[src/pic_pkg.sv]
package pic_pkg;

    localparam int pc_width        = 11;
    localparam int instr_width     = 14;
    localparam int data_width      = 8;
    localparam int file_addr_width = 7;

    // output ports live in the file space
    localparam logic [file_addr_width-1:0] port_b_addr = 7'h0d;
    localparam logic [file_addr_width-1:0] port_c_addr = 7'h0e;

    // start-up fetch, then the three-cycle loop
    typedef enum logic [2:0] {
        fetch_clear,
        fetch_addr,
        fetch_wait,
        fetch_load,
        execute,
        redirect,
        prefetch
    } cycle_t;

    // sub is operand minus w
    typedef enum logic [3:0] {
        alu_add, alu_sub, alu_and, alu_or, alu_xor,
        alu_pass, alu_inc, alu_dec, alu_zero, alu_invert,
        alu_asr, alu_lsl, alu_lsr, alu_rl, alu_rr, alu_swap
    } alu_op_t;

    typedef enum logic [1:0] {
        pc_inc,
        pc_jump,
        pc_stack
    } pc_sel_t;

    typedef enum logic [1:0] {
        opnd_literal,
        opnd_file,
        opnd_bit_clear,
        opnd_bit_set
    } operand_sel_t;

endpackage
[src/call_stack.sv]
module call_stack #(
    parameter int depth = 8
) (
    input  logic                         clk,
    input  logic                         reset,
    input  logic                         push,
    input  logic                         pop,
    input  logic [pic_pkg::pc_width-1:0] return_addr,
    output logic [pic_pkg::pc_width-1:0] top
);
    import pic_pkg::*;

    localparam int idx_width = $clog2(depth);
    localparam int ptr_width = $clog2(depth + 1);

    logic [pc_width-1:0]  mem [depth];
    logic [ptr_width-1:0] ptr;
    logic [ptr_width-1:0] top_ptr;

    // ptr counts entries, top sits one below it
    assign top_ptr = ptr - 1'b1;
    assign top     = mem[top_ptr[idx_width-1:0]];

    always_ff @(posedge clk) begin
        if (reset) begin
            ptr <= '0;
        end else if (push) begin
            mem[ptr[idx_width-1:0]] <= return_addr;
            ptr <= ptr + 1'b1;
        end else if (pop) begin
            ptr <= ptr - 1'b1;
        end
    end

    overflow_check: assert property (@(posedge clk) disable iff (reset) push |-> ptr < depth);
    underflow_check: assert property (@(posedge clk) disable iff (reset) pop |-> ptr != 0);

endmodule

[config.mk]
export PLATFORM = sky130hd
export DESIGN_NAME = call_stack
export DESIGN_NICKNAME = d
export VERILOG_FILES = /design/src/pic_pkg.sv /design/src/call_stack.sv
export SDC_FILE = /design/constraint.sdc
export NUM_CORES = 1
export LEC_CHECK = 0
export BUFFER_PORTS_ARGS = -buffer_cell sky130_fd_sc_hd__buf_2
export CORE_UTILIZATION = 59
export CTS_CLUSTER_DIAMETER = 80
export DETAILED_ROUTE_END_ITERATION = 8
export PLACE_DENSITY = 0.88
export SLEW_MARGIN = 30
export SYNTH_ARGS = -nofsm -noshare
export SYNTH_HDL_FRONTEND = slang
export SYNTH_SLANG_ARGS = --single-unit
export TNS_END_PERCENT = 30
[constraint.sdc]
create_clock -name clk -period 2.5 [get_ports clk]
set_clock_uncertainty 0.2 [all_clocks]
set_input_delay 0.125 -clock clk [delete_from_list [all_inputs] [get_ports clk]]
set_output_delay 0.125 -clock clk [all_outputs]
set_load 0.1 [all_outputs]
==> flow_summary.json <==
{
  "status": "complete, no violations",
  "avgSynthCellArea_um2": 16.0,
  "cap_violations": 0,
  "layout_common_cells": "edfxtp_1 (88), nand3_1 (44), mux2i_1 (40)",
  "fin_nets": 310,
  "fin_crit_sh_pct": 98.3,
  "final.setup.tns_ns": 0,
  "clkTransAtPathRegs_ns": 0.09,
  "dr.pass1.iters": 5,
  "final_common_cell": "edfxtp_1",
  "cp-end-kind": "output pin",
  "clk_latency_ns": 0.35,
  "use_met3_pct": 5.78,
  "synthSimpleGateAreaFrac_pct": 11.3,
  "cts_tree": "built",
  "crit_fanout": 11,
  "final.fill_count": 331,
  "switching_power_uw": 1410,
  "worst_slack_ns": 0.0437,
  "ir_drop_mv": 0.547,
  "syn_nets": 251,
  "wire_per_inst_um": 21.5,
  "hold_path.class": "in2reg",
  "synth_cell_types": 22,
  "worstPathRequired_ns": 2.17,
  "p_leak_uw": 0.00164,
  "grt_use_met1_pct": 32.6,
  "antenna_cells": 0,
  "synthAdderAreaFrac_pct": 0.670,
  "drive_gt1_share_pct": 29.2,
  "grt_max_degree": 28,
  "cts_made_buffers": 9,
  "slew_headroom_pct": 69.0,
  "use_met2_pct": 42.8,
  "io_buffers": 25,
  "critPathKind": "reg2out",
  "grt-ovfl-total": 0,
  "p_comb_share_pct": 33.9,
  "synth_compound_area_share_pct": 0.436,
  "finalHoldViolations": 0,
  "final_max_slew_viol_count": 0,
  "rsz0062_at_grt": "true",
  "grt_pass1_vias": 2216,
  "vias": 2295,
  "grt_pass1_wl_um": 11600,
  "netlist_area_mm2": 0.00373,
  "drt_iter0_drc": 256,
  "synth.area.mux_share_pct": 11.8,
  "crit_chain": "inv_1, ha_4, buf_16, mux2i_1, nand3_1, and4_2, buf_6",
  "internal_power_uw": 2690,
  "stdcell_area_mm2": 0.00466,
  "num_rows": 28,
  "antenna_found_initial": 0,
  "grt_use_total_pct": 25.6,
  "rrSetupSlack_ns": 0.46,
  "synthesis.instances": 234,
  "dieWidth_um": 81.6,
  "die-area_mm2": 0.00665,
  "p_per_area_mw_per_mm2": 880,
  "p_seq_share_pct": 42.0,
  "clock_sinks": 91,
  "switching_share_pct": 34.3,
  "drc": 0,
  "viasPerCell": 6.15,
  "io_pins": 26,
  "clockBufferDepth": 2,
  "postPlaceCellArea_mm2": 0.00407,
  "htree_num_levels": 3,
  "synth_xor_area_share_pct": 0.905,
  "postSynthRegisterBits": 91,
  "total_power_uw": 4100,
  "finalWirelength_um": 8040,
  "startpoint_type": "register",
  "critPathMaxStageDelay_ns": 0.40,
  "syn_to_final_growth_pct": 24.7,
  "slowest_stage": "ha_4",
  "place_hpwl_um": 4160,
  "worst_ep_arrival_time_ns": 2.13,
  "postRouteAntennaNets": 0,
  "post-place-ws_ns": 0.191,
  "top_usage_layer": "met2",
  "max_freq_mhz": 407,
  "worstMarginPinSlew_ns": 0.464,
  "synth-seq-area-share_pct": 72.4,
  "fin_crit_ns": 2.46,
  "die_h_um": 81.6,
  "place_congestion": 0.719,
  "power_frac_clock_pct": 24.1,
  "setup-violations-final": 0,
  "clock-root-buffer": "clkbuf_8",
  "ys_warn_count": 0,
  "core_mm2": 0.00603,
  "initial_core_util_pct": 62.0,
  "synth_top_family_by_area": "multiplexers"
}
cell usage after synthesis:
cell type	instances	area share, %
buf_2	8	1.1
mux2i_1	44	12
inv_1	2	0.20
nand3_1	44	5.9
and4_1	11	2.6
ha_1	2	0.67
buf_4	3	0.60
xor2_2	1	0.44
xnor2_1	2	0.47
edfxtp_1	88	71
nand2_1	4	0.40
a221oi_1	1	0.23
nor3_1	3	0.40
nor3b_1	1	0.20
clkbuf_1	1	0.10
a21boi_0	1	0.20
nor2_1	9	0.90
or3b_2	1	0.23
dfxtp_1	3	1.6
and3b_1	1	0.23
nand3b_1	2	0.40
buf_6	2	0.60
critical path, delay by kind of cell, from the launching register on:
kind / cells / cell delay (ns)
buf+inv: 3 / 0.43
fa+ha+maj: 1 / 0.40
simple gates: 2 / 0.37
flops: 1 / 0.34
mux: 1 / 0.23
per-layer routing:
metal,routed length [um],vias to the layer above
li1,-,1026
met1,3130,1133
met2,4170,124
met3,641,12
met4,101,0
met5,0,-
state kept, by name, summed over array words and instances, names as in the netlist:
name  flops
ptr       3
mem      88
timing repair:
action,in CTS,in global routing
gates cloned,2,2
gates resized for setup,7,39
hold buffers,14,0
hold endpoints to repair,91,0
setup buffers,2,0
pin swaps,2,1
setup endpoints to repair,11,11
power groups by stage:
stage	sequential, uW	clock, uW	combinational (uW)
floorplan	1750	0	892
detailed placement	1750	0	1100
finish	1720	989	1390
global route	1720	1050	1440
global placement	1750	0	1080
CTS	1720	993	1210
stage by stage:
step	hold WS, ns	util (%)	std cells
5_1_grt	0.0542	77.3	373
2_1_floorplan	-0.00262	-	234
3_5_place_dp	0.162	67.5	337
4_1_cts	0.00218	74.7	371
6_report	0.0192	77.3	373
3_3_place_gp	0.154	67.3	337
area by class of cell:
| class | count | area (um2) | share of cell area [%] |
|---|---|---|---|
| flip-flops and latches | 91 | 2710 | 58.1 |
| multi-input cells | 128 | 1050 | 22.5 |
| repair buffers | 61 | 603 | 13.0 |
| clock buffers | 9 | 124 | 2.66 |
| well taps | 75 | 93.8 | 2.02 |
| clock inverters | 7 | 73.8 | 1.59 |
| inverters | 2 | 7.51 | 0.161 |
final timing paths:
path | startpoint | end | cells after the start
max | ptr[0] | top[3] | 7
min | pop | ptr[2] | 4
max reg2reg | ptr[0] | mem[6][8] | 5
min reg2reg | ptr[1] | ptr[1] | 3
logic make-up after synthesis:
| family | Yosys count |
|---|---|
| DFF | 91 |
| and+or+nand+nor | 76 |
| muxes | 44 |
| buffers and inverters | 16 |
| xor gates and xnor gates | 3 |
| AOI/OAI and AO/OA | 2 |
| adders and majority gates | 2 |
Note: power is estimated with default switching activity, not from simulation.
