<file path="config.mk">
export PLATFORM = sky130hd
export DESIGN_NAME = alu
export DESIGN_NICKNAME = d
export VERILOG_FILES = /design/src/pic_pkg.sv /design/src/alu.sv
export SDC_FILE = /design/constraint.sdc
export NUM_CORES = 1
export LEC_CHECK = 0
export BUFFER_PORTS_ARGS = -buffer_cell sky130_fd_sc_hd__buf_2
export CELL_PAD_IN_SITES_DETAIL_PLACEMENT = 1
export CELL_PAD_IN_SITES_GLOBAL_PLACEMENT = 2
export CORE_UTILIZATION = 31
export DETAILED_ROUTE_END_ITERATION = 10
export PLACE_DENSITY_LB_ADDON = 0.1
export SLEW_MARGIN = 20
export SYNTH_ARGS = -nofsm -noshare
export SYNTH_HDL_FRONTEND = slang
export SYNTH_SLANG_ARGS = --single-unit
</file>
<file path="constraint.sdc">
create_clock -name clk -period 3.9 [get_ports clk]
set_input_delay 0.39 -clock clk [delete_from_list [all_inputs] [get_ports clk]]
set_output_delay 0.39 -clock clk [all_outputs]
set_load 0.1 [all_outputs]
</file>
<file path="src/pic_pkg.sv">
package pic_pkg;

    localparam int pc_width        = 11;
    localparam int instr_width     = 14;
    localparam int data_width      = 8;
    localparam int file_addr_width = 7;

    // output ports live in the file space
    localparam logic [file_addr_width-1:0] port_b_addr = 7'h0d;
    localparam logic [file_addr_width-1:0] port_c_addr = 7'h0e;

    // start-up fetch, then the three-cycle loop
    typedef enum logic [2:0] {
        fetch_clear,
        fetch_addr,
        fetch_wait,
        fetch_load,
        execute,
        redirect,
        prefetch
    } cycle_t;

    // sub is operand minus w
    typedef enum logic [3:0] {
        alu_add, alu_sub, alu_and, alu_or, alu_xor,
        alu_pass, alu_inc, alu_dec, alu_zero, alu_invert,
        alu_asr, alu_lsl, alu_lsr, alu_rl, alu_rr, alu_swap
    } alu_op_t;

    typedef enum logic [1:0] {
        pc_inc,
        pc_jump,
        pc_stack
    } pc_sel_t;

    typedef enum logic [1:0] {
        opnd_literal,
        opnd_file,
        opnd_bit_clear,
        opnd_bit_set
    } operand_sel_t;

endpackage
</file>
<file path="src/alu.sv">
module alu (
    input  logic                            clk,
    input  logic                            reset,
    input  logic [pic_pkg::instr_width-1:0] ir,
    input  logic [pic_pkg::data_width-1:0]  file_data,
    input  pic_pkg::operand_sel_t           operand_sel,
    input  pic_pkg::alu_op_t                alu_op,
    input  logic                            w_load,
    output logic [pic_pkg::data_width-1:0]  result,
    output logic                            zero,
    output logic [pic_pkg::data_width-1:0]  w
);
    import pic_pkg::*;

    logic [data_width-1:0] bit_mask;
    logic [data_width-1:0] operand;

    // bit number in ir[9:7] for bcf and bsf
    assign bit_mask = {{(data_width-1){1'b0}}, 1'b1} << ir[9:7];

    always_comb begin
        unique case (operand_sel)
            opnd_literal:   operand = ir[data_width-1:0];
            opnd_bit_clear: operand = file_data & ~bit_mask;
            opnd_bit_set:   operand = file_data | bit_mask;
            default:        operand = file_data;
        endcase
    end

    always_comb begin
        result = operand;
        unique case (alu_op)
            alu_add:    result = operand + w;
            alu_sub:    result = operand - w;
            alu_and:    result = operand & w;
            alu_or:     result = operand | w;
            alu_xor:    result = operand ^ w;
            alu_pass:   result = operand;
            alu_inc:    result = operand + 1'b1;
            alu_dec:    result = operand - 1'b1;
            alu_zero:   result = '0;
            alu_invert: result = ~operand;
            alu_asr:    result = {operand[7], operand[7:1]};
            alu_lsl:    result = {operand[6:0], 1'b0};
            alu_lsr:    result = {1'b0, operand[7:1]};
            alu_rl:     result = {operand[6:0], operand[7]};
            alu_rr:     result = {operand[0], operand[7:1]};
            alu_swap:   result = {operand[3:0], operand[7:4]};
        endcase
    end

    // decfsz and incfsz skip on this
    assign zero = (result == '0);

    always_ff @(posedge clk) begin
        if (reset) begin
            w <= '0;
        end else if (w_load) begin
            w <= result;
        end
    end

endmodule

</file>
==> impl_metrics.json <==
{
  "antenna_found_initial": 0,
  "cts-root-buf": "clkbuf_8",
  "setup_ws_ns": 0.152,
  "cp_slowest_cell": "nor3_1",
  "die_h_um": 89.3,
  "tns_ns": 0,
  "max-vdd-ir-drop_mv": 0.291,
  "wl_met2_um": 4560,
  "ioPinCount": 48,
  "reg_top3": "w (8)",
  "p_per_area_mw_per_mm2": 393,
  "place_hpwl_um": 7530,
  "layout_common_cells": "57 x buf_4, 37 x buf_2, 35 x nor2_1",
  "cp-end-kind": "output port",
  "ys_async_sr_fraction_pct": 0,
  "route.detailed.wl_per_inst_um": 18.5,
  "start_util_pct": 32.3,
  "grt_max_degree": 21,
  "drv_cap": 0,
  "synth_nets": 377,
  "power_frac_seq_pct": 8.6,
  "power_mw": 1.27,
  "syn_area_per_cell_um2": 7.21,
  "synth_edf_count": 0,
  "post-route-period-util_pct": 96.1,
  "fmax_ghz": 0.267,
  "switchingPower_mw": 0.692,
  "cp_max_fo": 8,
  "finalMaxSlewViolations": 0,
  "regMostFlops": "w",
  "fin_crit_ns": 3.75,
  "m1WireLength_um": 4490,
  "yosys_warnings": 0,
  "cts_hold_buffers": 0,
  "setup_violations": 0,
  "layout_commonest_cell": "buf_4",
  "fin_area_mm2": 0.00324,
  "wl_met3_um": 312,
  "grt_pass1_vias": 2744,
  "cts_tree": "built",
  "critical_path.startpoint": "ir[7]",
  "synthCells": 328,
  "antenna_cells": 0,
  "largest_reg_flops": 8,
  "p_int_mw": 0.581,
  "clock_latency_ns": 0.23,
  "route.detailed.drc": 0,
  "fin_worst_skew_ns": 0.00213,
  "pwr-share-clk_pct": 8.2,
  "dieArea_mm2": 0.00798,
  "status": "complete, no violations",
  "dpl_cell_area_mm2": 0.00308,
  "row_count": 31,
  "ys_ff_latch": 8,
  "path_delay_family": "simple AND/OR/NAND/NOR gates",
  "coreArea_mm2": 0.00733,
  "place_congestion": 0.902,
  "drive_above_1_share_pct": 38.9,
  "h-tree-depth": 1,
  "drt_iter0_drc": 167,
  "relSlewSlack_pct": 66.8,
  "area_growth_pct": 36.9,
  "dr.pass1.iters": 5,
  "port_buffers": 43,
  "crit_path_frequent_cell": "nor3_1",
  "critical_path_required_ns": 3.51,
  "cts_made_buffers": 3,
  "netlist_area_mm2": 0.00236,
  "min_path_type": "input pin to register",
  "arrival_ns": 3.36,
  "p_sw_share_pct": 54.4,
  "grt_pass1_wl_um": 14600,
  "drtAntennaViolNets": 0,
  "top_layer": "met4",
  "hold_start": "reset",
  "track_usage_pct": 24.3,
  "combPwrFrac_pct": 83.2,
  "viasPerCell": 5.62,
  "cts_buffer_depth": 2,
  "crit_chain": "buf_2, buf_4, nor3b_1, mux2_2, a21oi_1, ha_1, a21o_1, nand3_1, o221ai_1, nor3_1, a31oi_4, nor3_1, and4_4, buf_12",
  "path_buf_inv": 3,
  "tightestPinTransition_ns": 0.496,
  "overflow": 0,
  "max_stage_delay_ns": 0.38,
  "ys.flop_type": "dfxtp_1",
  "post_synth_num_cell_types": 75,
  "wl_um": 9400,
  "clkSlewWorstSetupHoldPaths_ns": 0.04,
  "clock_sinks": 8,
  "cp-start-kind": "input pin",
  "worst_r2r_startpoint": "w[1]",
  "fin_nets": 459,
  "via_count": 2853,
  "ys_seq_area_share_pct": 6.77,
  "placedCellCount": 501,
  "worstSetupPathType": "input pin to output port",
  "hold_violations": 0,
  "die_w_um": 89.3,
  "power.static_leakage_nw": 1.40,
  "pre_cts_ws_ns": -0.104,
  "fin_cells": 508
}
## worst paths after layout
check | end | depth (start not counted) | slack [ns]
hold reg to reg | w[6] | 2 | 0.63
setup / recovery | zero | 14 | 0.15
setup reg to reg | w[6] | 15 | 0.65
hold / removal | w[7] | 2 | 0.44
## stage by stage
stage / util, % / hold WS, ns
after floorplan: - / 0.573
after global placement: 42.0 / 0.618
after detailed placement: 42.0 / 0.638
after CTS: 43.0 / 0.441
after global routing: 44.2 / 0.454
final: 44.2 / 0.439
## logic make-up after synthesis
family	after synthesis	synth area share [%]
adder cells (fa/ha/maj)	22	11.7
buffers and inverters	52	11.6
multiplexers	22	9.47
AO/OA/AOI/OAI	108	32.9
AND/OR/NAND/NOR	106	23.9
flip-flops	8	6.77
XOR/XNOR	10	3.70
## repair_timing
| action | CTS | global route |
|---|---|---|
| resized for setup | 5 | 17 |
| buffers inserted | 1 | 2 |
| pin swaps | 2 | 11 |
| setup endpoints to repair | 3 | 3 |
## layer usage
metal  track usage, %  vias to the layer above
met5                0                        -
met4             3.90                        0
met3             1.57                        2
met2             40.3                       63
met1             34.8                     1412
li1                 -                     1376
## worst reg2reg max path, stage by stage, from the launching register on
cell and delay, ns:
dfxtp_4 0.35, inv_4 0.04, ha_4 0.17, o21ai_1 0.14, o21ai_0 0.09, a221oi_1 0.24, buf_4 0.18, ha_2 0.29
a21o_2 0.22, maj3_2 0.35, o311ai_4 0.31, xor2_1 0.10, o21a_2 0.22, buf_4 0.14, buf_4 0.12, a211oi_1 0.21
## synthesized netlist by cell type, types with 2 or more instances
cell type  instances  area share [%]
nor2_1            35             5.6
a21oi_1           27             5.7
inv_1             27             4.3
nand2_1           20             3.2
mux2i_1           19             8.0
ha_1              17             9.0
o21ai_0           16             3.4
o22ai_1           15             4.0
nor3_1            12             2.5
dfxtp_1            8             6.8
a22oi_1            7             2.2
buf_2              7             1.5
xnor2_1            7             2.6
clkbuf_1           6            0.95
nand3_1            6             1.3
a221oi_1           5             1.9
clkbuf_8           4             2.3
nor2b_1            4             1.1
nor3b_1            4             1.3
a211oi_1           3            0.95
buf_6              3             1.4
maj3_2             3             1.4
mux2_2             3             1.4
nand3b_1           3            0.95
o32ai_1            3             1.1
or3_1              3            0.79
xor2_1             3             1.1
a311oi_1           2            0.74
and2_1             2            0.53
buf_4              2            0.63
clkinv_1           2            0.32
nor3_2             2            0.85
nor3b_2            2             1.1
o211ai_1           2            0.63
o21ai_2            2            0.74
o221ai_2           2             1.3
o32a_2             2            0.95
## area by class of cell
cell class / count / area, um^2
clock buffer: 4 / 45.0
fill: 939 / 4090
inverter: 29 / 115
multi-input combinational: 268 / 2050
sequential: 8 / 171
tap: 99 / 124
timing repair buffer: 100 / 733
## power by group through the flow
stage,logic [mW],registers (mW),clock network [mW]
floorplan,0.612,0.170,0
global placement,0.982,0.110,0
detailed placement,0.998,0.110,0
CTS,1.02,0.109,0.107
global route,1.13,0.112,0.111
finish,1.06,0.110,0.105
Power figures use the tool's default switching activity.
