### config.mk
export PLATFORM = sky130hd
export DESIGN_NAME = sequencer
export DESIGN_NICKNAME = d
export VERILOG_FILES = /design/src/pic_pkg.sv /design/src/sequencer.sv
export SDC_FILE = /design/constraint.sdc
export NUM_CORES = 1
export LEC_CHECK = 0
export BUFFER_PORTS_ARGS = -buffer_cell sky130_fd_sc_hd__clkbuf_2
export CORE_ASPECT_RATIO = 0.8
export CORE_MARGIN = 2
export CORE_UTILIZATION = 51
export DETAILED_ROUTE_END_ITERATION = 7
export GPL_TIMING_DRIVEN = 0
export PLACE_DENSITY_LB_ADDON = 0.12
export RECOVER_POWER = 100
export REMOVE_ABC_BUFFERS = 1
export SETUP_SLACK_MARGIN = 0.4
export SLEW_MARGIN = 10
export SYNTH_ARGS = -nofsm -noshare
export SYNTH_HDL_FRONTEND = slang
export SYNTH_SLANG_ARGS = --single-unit
### constraint.sdc
create_clock -name clk -period 5.6 [get_ports clk]
set_clock_uncertainty 0.05 [all_clocks]
set_input_delay 0 -clock clk [delete_from_list [all_inputs] [get_ports clk]]
set_output_delay 0 -clock clk [all_outputs]
set_load 0.05 [all_outputs]
### src/pic_pkg.sv
package pic_pkg;

    localparam int pc_width        = 11;
    localparam int instr_width     = 14;
    localparam int data_width      = 8;
    localparam int file_addr_width = 7;

    // output ports live in the file space
    localparam logic [file_addr_width-1:0] port_b_addr = 7'h0d;
    localparam logic [file_addr_width-1:0] port_c_addr = 7'h0e;

    // start-up fetch, then the three-cycle loop
    typedef enum logic [2:0] {
        fetch_clear,
        fetch_addr,
        fetch_wait,
        fetch_load,
        execute,
        redirect,
        prefetch
    } cycle_t;

    // sub is operand minus w
    typedef enum logic [3:0] {
        alu_add, alu_sub, alu_and, alu_or, alu_xor,
        alu_pass, alu_inc, alu_dec, alu_zero, alu_invert,
        alu_asr, alu_lsl, alu_lsr, alu_rl, alu_rr, alu_swap
    } alu_op_t;

    typedef enum logic [1:0] {
        pc_inc,
        pc_jump,
        pc_stack
    } pc_sel_t;

    typedef enum logic [1:0] {
        opnd_literal,
        opnd_file,
        opnd_bit_clear,
        opnd_bit_set
    } operand_sel_t;

endpackage
### src/sequencer.sv
module sequencer (
    input  logic                            clk,
    input  logic                            reset,
    input  logic [pic_pkg::instr_width-1:0] ir,
    input  logic [pic_pkg::data_width-1:0]  file_data,
    input  logic                            zero,
    output logic                            pc_load,
    output pic_pkg::pc_sel_t                pc_sel,
    output logic                            mar_load,
    output logic                            ir_load,
    output logic                            ir_clear,
    output logic                            push,
    output logic                            pop,
    output pic_pkg::operand_sel_t           operand_sel,
    output pic_pkg::alu_op_t                alu_op,
    output logic                            w_load,
    output logic                            file_we,
    output logic                            store_w
);
    import pic_pkg::*;

    typedef enum logic [3:0] {
        cls_nop, cls_literal, cls_file, cls_clrf, cls_clrw, cls_movwf, cls_bcf,
        cls_bsf, cls_btfsc, cls_btfss, cls_count_skip, cls_goto, cls_call, cls_return
    } instr_class_t;

    instr_class_t cls;
    alu_op_t      decoded_op;
    cycle_t       state;
    cycle_t       next_state;
    logic         dest_file;
    logic         tested_bit;

    assign dest_file  = ir[7];
    assign tested_bit = file_data[ir[9:7]];

    always_comb begin
        case (ir[13:8])
            6'h3e, 6'h07:        decoded_op = alu_add;
            6'h3c, 6'h02:        decoded_op = alu_sub;
            6'h39, 6'h05:        decoded_op = alu_and;
            6'h38, 6'h04:        decoded_op = alu_or;
            6'h3a, 6'h06:        decoded_op = alu_xor;
            6'h0a, 6'h0f:        decoded_op = alu_inc;
            6'h03, 6'h0b:        decoded_op = alu_dec;
            6'h01:               decoded_op = alu_zero;
            6'h09:               decoded_op = alu_invert;
            6'h37:               decoded_op = alu_asr;
            6'h35:               decoded_op = alu_lsl;
            6'h36:               decoded_op = alu_lsr;
            6'h0d:               decoded_op = alu_rl;
            6'h0c:               decoded_op = alu_rr;
            6'h0e:               decoded_op = alu_swap;
            default:             decoded_op = alu_pass;
        endcase
    end

    always_comb begin
        cls = cls_nop;
        casez (ir[13:8])
            6'h30, 6'h38, 6'h39, 6'h3a, 6'h3c, 6'h3e: cls = cls_literal;
            6'h02, 6'h03, 6'h04, 6'h05, 6'h06, 6'h07, 6'h08, 6'h09,
            6'h0a, 6'h0c, 6'h0d, 6'h0e, 6'h35, 6'h36, 6'h37: cls = cls_file;
            6'h0b, 6'h0f: cls = cls_count_skip;
            6'h01:        cls = ir[7] ? cls_clrf : cls_clrw;
            6'h00: begin
                if (ir[7]) begin
                    cls = cls_movwf;
                end else if (ir[7:0] == 8'h08) begin
                    cls = cls_return;
                end
            end
            6'b01_00??: cls = cls_bcf;
            6'b01_01??: cls = cls_bsf;
            6'b01_10??: cls = cls_btfsc;
            6'b01_11??: cls = cls_btfss;
            6'b10_0???: cls = cls_call;
            6'b10_1???: cls = cls_goto;
            default:    cls = cls_nop;
        endcase
    end

    always_ff @(posedge clk) begin
        if (reset) begin
            state <= fetch_clear;
        end else begin
            state <= next_state;
        end
    end

    always_comb begin
        pc_load     = 1'b0;
        pc_sel      = pc_inc;
        mar_load    = 1'b0;
        ir_load     = 1'b0;
        ir_clear    = 1'b0;
        push        = 1'b0;
        pop         = 1'b0;
        operand_sel = opnd_file;
        alu_op      = decoded_op;
        w_load      = 1'b0;
        file_we     = 1'b0;
        store_w     = 1'b0;
        next_state  = fetch_clear;
        unique case (state)
            fetch_clear: begin
                ir_clear   = 1'b1;
                next_state = fetch_addr;
            end
            fetch_addr: begin
                mar_load   = 1'b1;
                pc_load    = 1'b1;
                next_state = fetch_wait;
            end
            fetch_wait: next_state = fetch_load;
            fetch_load: begin
                ir_load    = 1'b1;
                next_state = execute;
            end
            execute: begin
                // prefetch address goes out while this instruction runs
                mar_load   = 1'b1;
                pc_load    = 1'b1;
                next_state = redirect;
                case (cls)
                    cls_literal: begin
                        operand_sel = opnd_literal;
                        w_load      = 1'b1;
                    end
                    cls_file: begin
                        w_load  = !dest_file;
                        file_we = dest_file;
                    end
                    cls_clrf:  file_we = 1'b1;
                    cls_clrw:  w_load = 1'b1;
                    cls_movwf: begin
                        store_w = 1'b1;
                        file_we = 1'b1;
                    end
                    cls_bcf, cls_bsf: begin
                        operand_sel = (cls == cls_bcf) ? opnd_bit_clear : opnd_bit_set;
                        alu_op      = alu_pass;
                        file_we     = 1'b1;
                    end
                    // pc already points past the call
                    cls_call:  push = 1'b1;
                    default: ;
                endcase
            end
            redirect: begin
                next_state = prefetch;
                if (cls == cls_goto || cls == cls_call) begin
                    pc_load = 1'b1;
                    pc_sel  = pc_jump;
                end else if (cls == cls_return) begin
                    pop     = 1'b1;
                    pc_load = 1'b1;
                    pc_sel  = pc_stack;
                end
            end
            prefetch: begin
                ir_load    = 1'b1;
                next_state = execute;
                case (cls)
                    cls_goto, cls_call, cls_return: ir_clear = 1'b1;
                    cls_btfsc: ir_clear = !tested_bit;
                    cls_btfss: ir_clear = tested_bit;
                    cls_count_skip: begin
                        w_load   = !dest_file;
                        file_we  = dest_file;
                        ir_clear = zero;
                    end
                    default: ;
                endcase
            end
            default: next_state = fetch_clear;
        endcase
    end

    // one destination per instruction, across every cycle of the loop
    single_dest: assert property (@(posedge clk) disable iff (reset) !(file_we && w_load));

endmodule

==> impl_results.md <==
- Status: finished clean
- CTS tree: built
- Max_cap viols: 0
- Fin. Hold Viols: 0
- CP max-delay cell: dfxtp_1
- Prevailing post-synth register cell: dfxtp_1
- Number of diodes: 0
- Synth Register Bits: 3
- First-pass GRT wire length: ~4.3 mm
- Tcrit/Tclk final: about half
- Yosys cell types: 52
- Worst slew pin tran: just over 600 ps
- H-Tree Depth: 1
- Post-synthesis average cell area: just under 7 um2
- Largest voltage drop on the vdd net: between 0.0001 and 0.00015 V
- CTS clk-pin slew, worst paths: around 40 ps
- WHS: between 400 and 500 ps
- Place WS: roughly 3100 ps
- Maximum fanout along the worst path: 10
- Most frequent cells in the layout: 24 x clkbuf_2, 18 x nor2_1, 18 x clkbuf_1
- Min setup slack post-route: approximately 2900 ps
- P&R area growth vs syn: 20.6%
- Top reg by flops: state
- Die width: roughly 53 um
- Max FFs per register: 3
- Antenna viol nets, final: 0
- RSZ-0062 raised after global routing: false
- WS Path Type: reg -> out
- Kind of start point of the critical path: flip-flop
- Drt pass-1 iters: 4
- CP endpoint kind: output pin
- Largest regs: state x3
- Core area: 0.00184 mm2
- Post-synthesis async set-or-reset flop share: 0%
- Antenna violations before repair: 0
- Synth Warn #: 0
- Nets: between 200 and 250
- Lkg Pwr: between 0.4 and 0.5 nW
- Share of cells above drive strength 1: between 20% and 30%
- WP data required: about 5600 ps
- Final Max Tran Viols: 0
- Vias in the first global route: ~960
- DR vias: roughly 1200
- GPL Wtd Cong: a little over 0.9
- Largest net degree at the start of global routing: 24
- Post-Syn Instances: around 140
- Via-per-instance ratio: roughly 6.1
- F_max: around 0.37 GHz
- Mapped Area: approximately 960 um2
- Crit-path cells: nor3b_1 -> o221ai_1 -> nor2b_1 -> o21ai_0 -> o211ai_1 -> clkbuf_1
- Pwr Density: roughly 140 mW/mm2
- Sink Count: 3
- Setup violations, final: 0
- Routed Wire Length: between 2 and 3 mm
- Routed len/inst: between 10 and 15 um
- Ports: 42
- Post-route DRC: 0
- Worst slew margin: between 50% and 60%
- Worst-Skew Late Latency: 230 ps
- Final period demand of the worst path: roughly 2700 ps
- Row count: 14
- Total power: approximately 170 uW
- Port Buffer Count: slightly above 40
- GRT Residual Overflow: 0
- Die area: 0.00226 mm2
- Clk root buf: clkbuf_4
- Commonest non-fill, non-tap cell in the layout: clkbuf_2
- Setup tns final: 0 ps
- Overall Global Routing Usage: about a quarter
- Starting density of the core: 52.4%
- Dpl hpwl: roughly 2.1 mm
- Die Y: approximately 43 um
- Number of enable flip-flop cells after synthesis: 0
- CTS buffer count: 3
- DR iter-0 viols: 80
- HP Class: in -> reg
- Sequential area share after synthesis: 6.23%
- CP max stage delay: 530 ps
- Clock Tree Buf Depth: 2
- CP arrival: between 2000 and 3000 ps
[final cells by class]
class | count | area [um2]
clock buffer | 4 | 26.3
fill | 189 | 676
inverter | 6 | 22.5
multi-input combinational | 121 | 831
sequential | 3 | 60.1
tap | 24 | 30.0
timing repair buffer | 42 | 194
[cells by family after synthesis]
logic type               synth area share, %
XOR/XNOR                                3.63
multiplexers                            9.60
AO/OA/AOI/OAI                           35.2
flip-flops                              6.23
adder cells (fa/ha/maj)                 7.78
AND/OR/NAND/NOR                         30.0
buffers and inverters                   7.65
[synthesized netlist by cell type, types with 2 or more instances]
cell type	number	area [um2]
a211oi_1	3	22.5
a21oi_1	8	40.0
a31oi_1	3	18.8
a32oi_1	3	26.3
buf_2	5	25.0
clkbuf_1	4	15.0
dfxtp_1	3	60.1
ha_1	6	75.1
inv_1	6	22.5
mux2i_1	7	70.1
nand2_1	10	37.5
nand2b_1	2	12.5
nand4_1	2	12.5
nor2_1	18	67.6
nor2b_1	3	18.8
nor3_1	6	30.0
nor4_1	2	12.5
o21ai_0	9	45.0
o221ai_1	2	17.5
o22ai_1	4	25.0
or2_2	2	12.5
xnor2_1	2	17.5
xor2_1	2	17.5
[report_power, final]
part	total, mW	switching, mW	internal [mW]
logic	0.0998	0.0653	0.0345
clock network	0.0377	0.0110	0.0267
registers	0.0277	0.00458	0.0231
[worst paths after layout]
kind	start	end	slack (ps)	depth (start not counted)
setup / recovery	state[2]	file_we	2900	6
hold reg to reg	state[0]	state[0]	570	1
setup reg to reg	state[1]	state[2]	4550	3
hold / removal	reset	state[1]	450	3
[layer usage]
layer	track usage (%)	wire, um
met5	0	0
met4	3.08	0
met1	35.3	1140
met3	1.06	254
met2	39.3	1280
[through the flow]
stage | instances | utilization [%] | cell area (um2)
floorplan | 130 | - | 913
global placement | 195 | 62.4 | 1150
detailed placement | 195 | 62.4 | 1150
CTS | 200 | 64.4 | 1180
global route | 200 | 63.3 | 1160
finish | 200 | 63.3 | 1160
[worst max-delay path, delay by kind of cell (launching register included)]
family                 cells  cell delay, ps
AO/OA/AOI/OAI              3             640
buffers and inverters      1             490
flip-flops                 1             530
AND/OR/NAND/NOR            2             760
[repair_timing]
item                      4_1_cts  5_1_grt
hold buffers                    1        0
buffers inserted                0        0
hold endpoints to repair        3        0
gates resized for setup         0        0
No activity file was read; power rests on OpenSTA's default activity.
