**config.mk**
```make
export PLATFORM = sky130hd
export DESIGN_NAME = data_space
export DESIGN_NICKNAME = d
export VERILOG_FILES = /design/src/pic_pkg.sv /design/src/data_space.sv
export SDC_FILE = /design/constraint.sdc
export NUM_CORES = 1
export LEC_CHECK = 0
export ABC_AREA = 1
export BUFFER_PORTS_ARGS = -buffer_cell sky130_fd_sc_hd__buf_4
export CAP_MARGIN = 10
export CORE_ASPECT_RATIO = 1.1
export CORE_MARGIN = 3
export CORE_UTILIZATION = 60
export CTS_BUF_LIST = sky130_fd_sc_hd__clkbuf_8
export CTS_CLUSTER_SIZE = 30
export DETAILED_ROUTE_END_ITERATION = 8
export HOLD_SLACK_MARGIN = 0.02
export PLACE_DENSITY_LB_ADDON = 0.1
export REMOVE_ABC_BUFFERS = 1
export SYNTH_ARGS = -nofsm -noshare
export SYNTH_HDL_FRONTEND = slang
export SYNTH_SLANG_ARGS = --single-unit
```
**constraint.sdc**
```tcl
create_clock -name clk -period 2.4 [get_ports clk]
set_input_delay 0.12 -clock clk [delete_from_list [all_inputs] [get_ports clk]]
set_output_delay 0.12 -clock clk [all_outputs]
set_load 0.01 [all_outputs]
```
**src/pic_pkg.sv**
```systemverilog
package pic_pkg;

    localparam int pc_width        = 11;
    localparam int instr_width     = 14;
    localparam int data_width      = 8;
    localparam int file_addr_width = 7;

    // output ports live in the file space
    localparam logic [file_addr_width-1:0] port_b_addr = 7'h0d;
    localparam logic [file_addr_width-1:0] port_c_addr = 7'h0e;

    // start-up fetch, then the three-cycle loop
    typedef enum logic [2:0] {
        fetch_clear,
        fetch_addr,
        fetch_wait,
        fetch_load,
        execute,
        redirect,
        prefetch
    } cycle_t;

    // sub is operand minus w
    typedef enum logic [3:0] {
        alu_add, alu_sub, alu_and, alu_or, alu_xor,
        alu_pass, alu_inc, alu_dec, alu_zero, alu_invert,
        alu_asr, alu_lsl, alu_lsr, alu_rl, alu_rr, alu_swap
    } alu_op_t;

    typedef enum logic [1:0] {
        pc_inc,
        pc_jump,
        pc_stack
    } pc_sel_t;

    typedef enum logic [1:0] {
        opnd_literal,
        opnd_file,
        opnd_bit_clear,
        opnd_bit_set
    } operand_sel_t;

endpackage
```
**src/data_space.sv**
```systemverilog
module data_space (
    input  logic                            clk,
    input  logic                            reset,
    input  logic [pic_pkg::instr_width-1:0] ir,
    input  logic                            file_we,
    input  logic                            store_w,
    input  logic [pic_pkg::data_width-1:0]  alu_result,
    input  logic [pic_pkg::data_width-1:0]  w,
    output logic [pic_pkg::data_width-1:0]  file_data,
    output logic [pic_pkg::data_width-1:0]  port_b,
    output logic [pic_pkg::data_width-1:0]  port_c
);
    import pic_pkg::*;

    logic [data_width-1:0]      ram [2**file_addr_width];
    logic [file_addr_width-1:0] file_addr;
    logic [data_width-1:0]      write_data;

    assign file_addr  = ir[file_addr_width-1:0];
    assign write_data = store_w ? w : alu_result;

    always_ff @(posedge clk) begin
        if (file_we && file_addr != port_b_addr && file_addr != port_c_addr) begin
            ram[file_addr] <= write_data;
        end
    end

    always_ff @(posedge clk) begin
        if (reset) begin
            port_b <= '0;
            port_c <= '0;
        end else if (file_we) begin
            if (file_addr == port_b_addr) begin
                port_b <= write_data;
            end
            if (file_addr == port_c_addr) begin
                port_c <= write_data;
            end
        end
    end

    // ports read back their latch
    always_comb begin
        if (file_addr == port_b_addr) begin
            file_data = port_b;
        end else if (file_addr == port_c_addr) begin
            file_data = port_c;
        end else begin
            file_data = ram[file_addr];
        end
    end

endmodule

```
==> results of run 1 <==
state kept, by name, indices dropped and copies added, names as in the netlist:
register	cells
ram	1023
port_c	8
port_b	8
area by class of cell:
type / count / area, um2 / area share, %
tap: 945 / 1180 / 2.31
clock buffer: 169 / 2330 / 4.53
inverter: 45 / 189 / 0.368
timing repair buffer: 372 / 3570 / 6.96
sequential: 1039 / 31000 / 60.5
multi-input combinational: 3044 / 12400 / 24.1
clock inverter: 106 / 604 / 1.18
antenna: 1 / 2.50 / 0.00488
cell usage in the layout, fill, tap and decap left out, drive strengths merged:
cell	synthesis	routed
dlygate4sd3	0	22
inv	43	95
clkinvlp	0	2
a21oi	68	68
and2	1	1
conb	1	15
clkinv	2	49
nand2	2589	2589
o21a	1	1
a22oi	2	2
o22ai	4	4
dfxtp	16	16
nand4	13	13
diode	0	1
mux2	8	8
clkbuf	39	170
nand3	35	35
o21ai	62	62
buf	176	349
edfxtp	1023	1023
bufinv	0	5
nor2	233	233
or2	8	8
o211ai	5	5
cells in the mapped netlist, drive strengths merged:
library cell	n
nand2	2589
edfxtp	1023
nor2	233
buf	176
a21oi	68
o21ai	62
inv	43
clkbuf	39
nand3	35
dfxtp	16
nand4	13
mux2	8
or2	8
o211ai	5
o22ai	4
a22oi	2
clkinv	2
and2	1
conb	1
o21a	1
metrics by stage:
stage               setup TNS, ns  cell area, um2  instances  util [%]
floorplan                -1409.28           43100       4128         -
global placement          -0.0163           47700       5424      66.0
detailed placement         -0.121           47700       5424      66.0
CTS                         -2.15           51200       5720      70.8
global route                -2.88           51300       5721      70.9
finish                      -2.01           51300       5721      70.9
power groups by stage:
| stage | combinational [mW] | clock, mW | sequential [mW] |
|---|---|---|---|
| detailed placement | 2.87 | 0 | 20.6 |
| global route | 3.32 | 14.6 | 20.2 |
| finish | 3.07 | 13.7 | 20.2 |
| global placement | 2.84 | 0 | 20.6 |
| floorplan | 1.37 | 0 | 20.6 |
| CTS | 3.00 | 13.9 | 20.2 |
cells by family (layout without fill, tap and decap cells):
group	Yosys count	count (layout)	share of synthesized area, %
DFF	1039	1039	70.4
muxes	8	8	0.204
buffers and inverters	260	692	2.75
AOI/OAI and AO/OA	142	142	1.67
and+or+nand+nor	2879	2879	25.0
other	1	16	0.00850
final timing paths:
kind | cells past startpoint | end | from
hold reg to reg | 2 | port_b[6]$_SDFFE_PP0P_ | port_b[6]$_SDFFE_PP0P_
setup reg to reg | 3 | port_b[3]$_SDFFE_PP0P_ | port_b[3]$_SDFFE_PP0P_
hold / removal | 6 | ram[12][6]$_DFFE_PP_ | ir[5]
setup / recovery | 15 | file_data[6] | ram[101][6]$_DFFE_PP_
layer usage:
layer,vias up,part of all wire (%),track usage [%]
li1,14800,-,-
met5,-,0,0
met3,272,8.8,5.33
met2,1519,48,49.1
met1,14900,40,41.4
met4,0,3.2,12.2
what timing repair did:
action | in CTS | in global routing
gates resized for setup | 101 | 45
endpoints found under the setup margin | 8 | 8
pin swaps | 30 | 31
hold endpoints to repair | 159 | 0
gates cloned | 0 | 0
hold buffers | 22 | 0
critical path: stages (launching register included):
cell	delay, ns
edfxtp_1	0.36
nand2_1	0.07
nand2_1	0.06
nand2_1	0.07
nand2_1	0.06
nand2_1	0.09
nand2_1	0.08
nand2_1	0.07
nand2_1	0.09
nor2_4	0.17
nor2_2	0.08
nor2_1	0.19
nand3_2	0.14
nand2_2	0.09
nand2_1	0.06
buf_6	0.12
==> out/summary.txt, run 1 <==
=================================================================================
Total power of the final layout                                           37.0 mW
Rows                                                                          103
Standard cell core area                                                72,300 um2
Clock Tree Root                                                          clkbuf_8
Number of max-slew violations in the final report                               0
Run status                                                           complete, but fails checks
Worst Setup Slack, final                                                -0.320 ns
Part of the total power dissipated in the clock network                     37.1%
Detailed-placement wirelength estimate                                  71,900 um
Setup Fix Bufs, Post-CTS                                                        0
Layout net count                                                            4,692
Vias post-DR                                                               31,500
CTS H-Tree Depth                                                                4
Pre-antenna DRT Iters                                                           6
Library cell occupying the most area in the post-synthesis netlist       edfxtp_1
Endpoint required time on the critical path                               2.28 ns
Total of endpoints with negative setup slack in the final report                8
Routed wire length                                                     116,000 um
PD cells                                                               721 nW/um2
P_int                                                                     28.1 mW
Layout Area Growth over Synthesis                                           16.3%
DRC Markers                                                                     0
Violations in the final reports                                      setup timing
Part of the cycle the worst path needs                                       113%
Synthesized instance count                                                  4,329
Transition at the pin with the smallest max-transition slack              1.10 ns
Final RePlAce weighted congestion                                           0.944
Post-Syn Area                                                          44,100 um2
Area share of the largest cell type after synthesis                         69.6%
CP endpoint kind                                                       output pin
I/O Pins                                                                       58
Sequential area share after synthesis                                       70.4%
Reg2reg setup slack                                                       1.25 ns
Worst rel slew slack                                                        26.4%
Worst hold slack after final layout                                      0.114 ns
Maximum number of pins on one net before global-route repair                   71
Starting density of the core                                                61.0%
Max Cap Violations                                                              0
Congestion Overflow GR                                                          0
Die Span Y                                                                 290 um
VDD IR max                                                             0.000694 V
TritonCTS buffer count                                                        156
Worst hold path type                                                       in2reg
Total global-route track usage                                              30.3%
Filler Cells Inserted                                                       5,139
Worst Setup Slack post-DPL                                             -0.0199 ns
Clock Pin Slew Worst Setup and Hold Paths                                 0.06 ns
Skew final                                                                   0 ns
Vias per std cell                                                            5.51
Number of storage elements in the synthesis netlist                         1,039
Cells taking the most area after synthesis                           edfxtp_1 (70%), nand2_1 (22%), nor2_1 (1.9%), buf_2 (1.4%), a21oi_1 (0.77%)
DR WL/cell                                                                20.3 um
RSZ-0062 raised after global routing                                          yes
Number of antenna violations at the first check in global routing               1
Worst Setup Path Type                                                     reg2out
Sequential share of power                                                   54.6%
Max Clock Freq                                                            368 MHz
Yosys warnings                                                                  0
Drt initial violations                                                      3,135
Number of library cell types mapped by synthesis                               33
Clock Sink Count                                                            1,039
Share of power burned in combinational logic                                 8.3%
Antenna-violating nets left                                                     0
Reported net switching power                                              8.88 mW
Final Hold Vio Count                                                            0
Die Outline Area                                                       76,800 um2
Vias in the first global route                                             30,600
Arrival time worst endpoint                                               2.60 ns
Worst Path Max Fanout                                                           1
Die Width                                                                  265 um
Wire length of the first global-routing pass                           176,000 um
Proportion of total power due to net switching                              24.0%
Tmin final                                                                2.72 ns
Clock insertion delay at the later pin of the skew report                 0.80 ns
Launching element type of the critical path                             flip-flop
Count of input and output buffers                                              50
CTS tree                                                                      yes
Leak                                                                      21.5 nW
Layout cells sized above 1                                                  14.7%
Average cell area after synthesis                                        10.2 um2
Clock Path Buffers                                                              3
=================================================================================
Note: power is estimated with default switching activity, not from simulation.
==> run 2, diff against run 1 <==
- CORE_ASPECT_RATIO: 1.1 -> not set
- HOLD_SLACK_MARGIN: 0.02 -> 0.06
==> run 2 against run 1 <==
The flow still finishes with violations (setup timing). Cell count grew 0.75%. Highest routed layer unchanged. Critical path type unchanged. Global-route usage shrank 0.57 points. Worst setup slack lost 0.032 ns.
==> out/summary.txt, run 2 (synthesized netlist as in run 1, its figures left out) <==
=====================================================================================
Transition at the pin with the smallest max-transition slack                 0.991 ns   -0.109 ns
Die Span Y                                                                     277 um   -4.6%
Drt initial violations                                                          3,387   +8.0%
Standard cell with the maximum stage delay on the critical path              edfxtp_1
Standard cell core area                                                    72,100 um2   -0.28%
Rows                                                                               98   -4.9%
CP Depth                                                                           14   -1
Vias in the first global route                                                 30,400   -0.62%
Violations in the final reports                                          setup timing
Maximum number of pins on one net before global-route repair                       68   -4.2%
Tmin final                                                                    2.75 ns   +0.0320 ns
Leak                                                                          21.6 nW   +0.41%
Flip-flop count of the largest register, all copies and words added             1,023   unchanged
Worst hold path type                                                           in2reg
Most frequent standard cell in the layout excluding fill and tap cells        nand2_1
Total of endpoints with negative setup slack in the final report                    8   unchanged
Die Outline Area                                                           76,800 um2   about the same
Layout Area Growth over Synthesis                                               16.6%
Max Clock Freq                                                                363 MHz   -1.2%
Cell family with the largest share of critical-path delay                simple AND/OR/NAND/NOR gates
Arrival time worst endpoint                                                   2.63 ns   +0.03 ns
Antenna-violating nets left                                                         0   unchanged
Regs by FF count                                                         ram (1023), port_b (8), port_c (8)
Worst Path Max Fanout                                                               1   unchanged
Launching element type of the critical path                                 flip-flop
CTS H-Tree Depth                                                                    4   unchanged
Starting density of the core                                                    61.2%   +0.17 points
Total global-route track usage                                                  29.8%   -0.57 points
Reg2reg setup slack                                                           1.19 ns   -0.06 ns
R2R depth                                                                           3   unchanged
Clock Sink Count                                                                1,039   unchanged
Clock insertion delay at the later pin of the skew report                     0.79 ns   about the same
Top register by number of flip-flops                                              ram
Instance area after placement                                              48,100 um2   +0.73%
RSZ-0062 raised after global routing                                              yes
I/O Pins                                                                           58   unchanged
Die Width                                                                      277 um   +4.8%
Routed wire length                                                         115,000 um   -1.3%
Layout net count                                                                4,726   +0.72%
CP max stage delay                                                            0.36 ns   about the same
TritonCTS buffer count                                                            165   +5.8%
VDD IR max                                                                 0.000663 V   -4.5%
Final Hold Vio Count                                                                0   unchanged
DRC Markers                                                                         0   unchanged
Count of input and output buffers                                                  50   unchanged
Hold path depth                                                                     4   -2
Crit-path cells                                                          nand2_1, nand2_1, nand2_1, nand2_2, nand2_1, nand2_1, nand2_1, nand2_1, o21ai_1, buf_4, nand4_1, nand2_1, nand2_2, buf_6
Worst Setup Path Type                                                         reg2out
Wire length of the first global-routing pass                               175,000 um   -0.74%
Part of the cycle the worst path needs                                           115%   +1.3 points
Skew final                                                                       0 ns   unchanged
CP endpoint kind                                                           output pin
Vias post-DR                                                                   31,500   -0.21%
Worst Setup Slack post-DPL                                                 -0.0922 ns   -0.0722 ns
Most frequent cells in the layout                                        nand2_1 (2,532), edfxtp_1 (1,023), buf_4 (319)
Pre-antenna DRT Iters                                                               5   -1
Clock Path Buffers                                                                  3   unchanged
Detailed-placement wirelength estimate                                      71,700 um   -0.30%
Worst rel slew slack                                                            33.7%   +7.3 points
Final standard cell area without fillers                                   51,400 um2   +0.25%
Clock Tree Root                                                              clkbuf_8
Congestion Overflow GR                                                              0   unchanged
Vias per std cell                                                                5.46   -0.96%
Max Cap Violations                                                                  0   unchanged
Number of max-slew violations in the final report                                   0   unchanged
Setup Fix Bufs, Post-CTS                                                            0   unchanged
Critical path's most frequent cell                                            nand2_1
DR WL/cell                                                                    19.9 um   -2.0%
Worst Setup Slack, final                                                    -0.352 ns   -0.0320 ns
PD cells                                                                   711 nW/um2   -1.3%
Run status                                                               complete, but fails checks
Layout cells sized above 1                                                      15.1%   +0.42 points
Worst Path Buf+Inv                                                                  2   +1
Endpoint required time on the critical path                                   2.28 ns   about the same
Final RePlAce weighted congestion                                               0.902   -4.5%
Number of antenna violations at the first check in global routing                   2   +1
CTS tree                                                                          yes
Clock Pin Slew Worst Setup and Hold Paths                                     0.07 ns   about the same
=====================================================================================
==> run 2: cell type report <==
cell class,instances,area (um2)
flip-flops and latches,1039,31000
clock buffers,168,2310
clock inverters,120,559
diodes,1,2.50
inverters,45,189
well taps,950,1190
fillers,5273,20700
repair buffers,397,3780
multi-input cells,3044,12400
==> run 2: worst reg2reg max path: stages (launching register included) <==
cell           delay [ns]
dfxtp_1              0.37
nand2_1              0.07
a21oi_1              0.15
dlygate4sd3_1        0.57
==> run 2: metrics by stage <==
step / cells / utilization (%) / TNS (ns) / power [mW] / hold slack, ns
global placement: 5468 / 66.6 / -1.05 / 23.4 / 0.421
CTS: 5763 / 71.1 / -2.53 / 36.7 / 0.0615
floorplan: 4128 / - / -1409.28 / 22.0 / 0.189
finish: 5764 / 71.3 / -1.98 / 36.6 / 0.127
detailed placement: 5468 / 66.6 / -3.90 / 23.5 / 0.422
global route: 5764 / 71.3 / -3.10 / 37.8 / 0.119
==> run 2: per-layer routing <==
layer / routed length (um) / GRT usage (%)
met5: 0 / 0
met3: 10300 / 5.36
met1: 46600 / 41.4
met4: 3870 / 11.5
met2: 53900 / 47.4
==> run 2: worst paths after layout <==
check,from,end
setup reg to reg,port_b[7]$_SDFFE_PP0P_,port_b[7]$_SDFFE_PP0P_
hold reg to reg,port_c[2]$_SDFFE_PP0P_,port_c[2]$_SDFFE_PP0P_
hold / removal,ir[3],ram[81][1]$_DFFE_PP_
setup / recovery,ram[24][7]$_DFFE_PP_,file_data[7]
==> run 2: timing repair <==
action	4_1_cts	5_1_grt
resized for setup	84	49
endpoints found under the hold margin	53	0
gates cloned	0	0
setup endpoints to repair	8	8
pin swaps	52	51
hold buffers	12	0
==> run 2: power by group <==
group          switching [mW]  internal [mW]  leakage (nW)
Sequential             0.0234           20.2          9.34
Combinational            2.11          0.928          10.6
Clock                    6.82           6.53          1.62
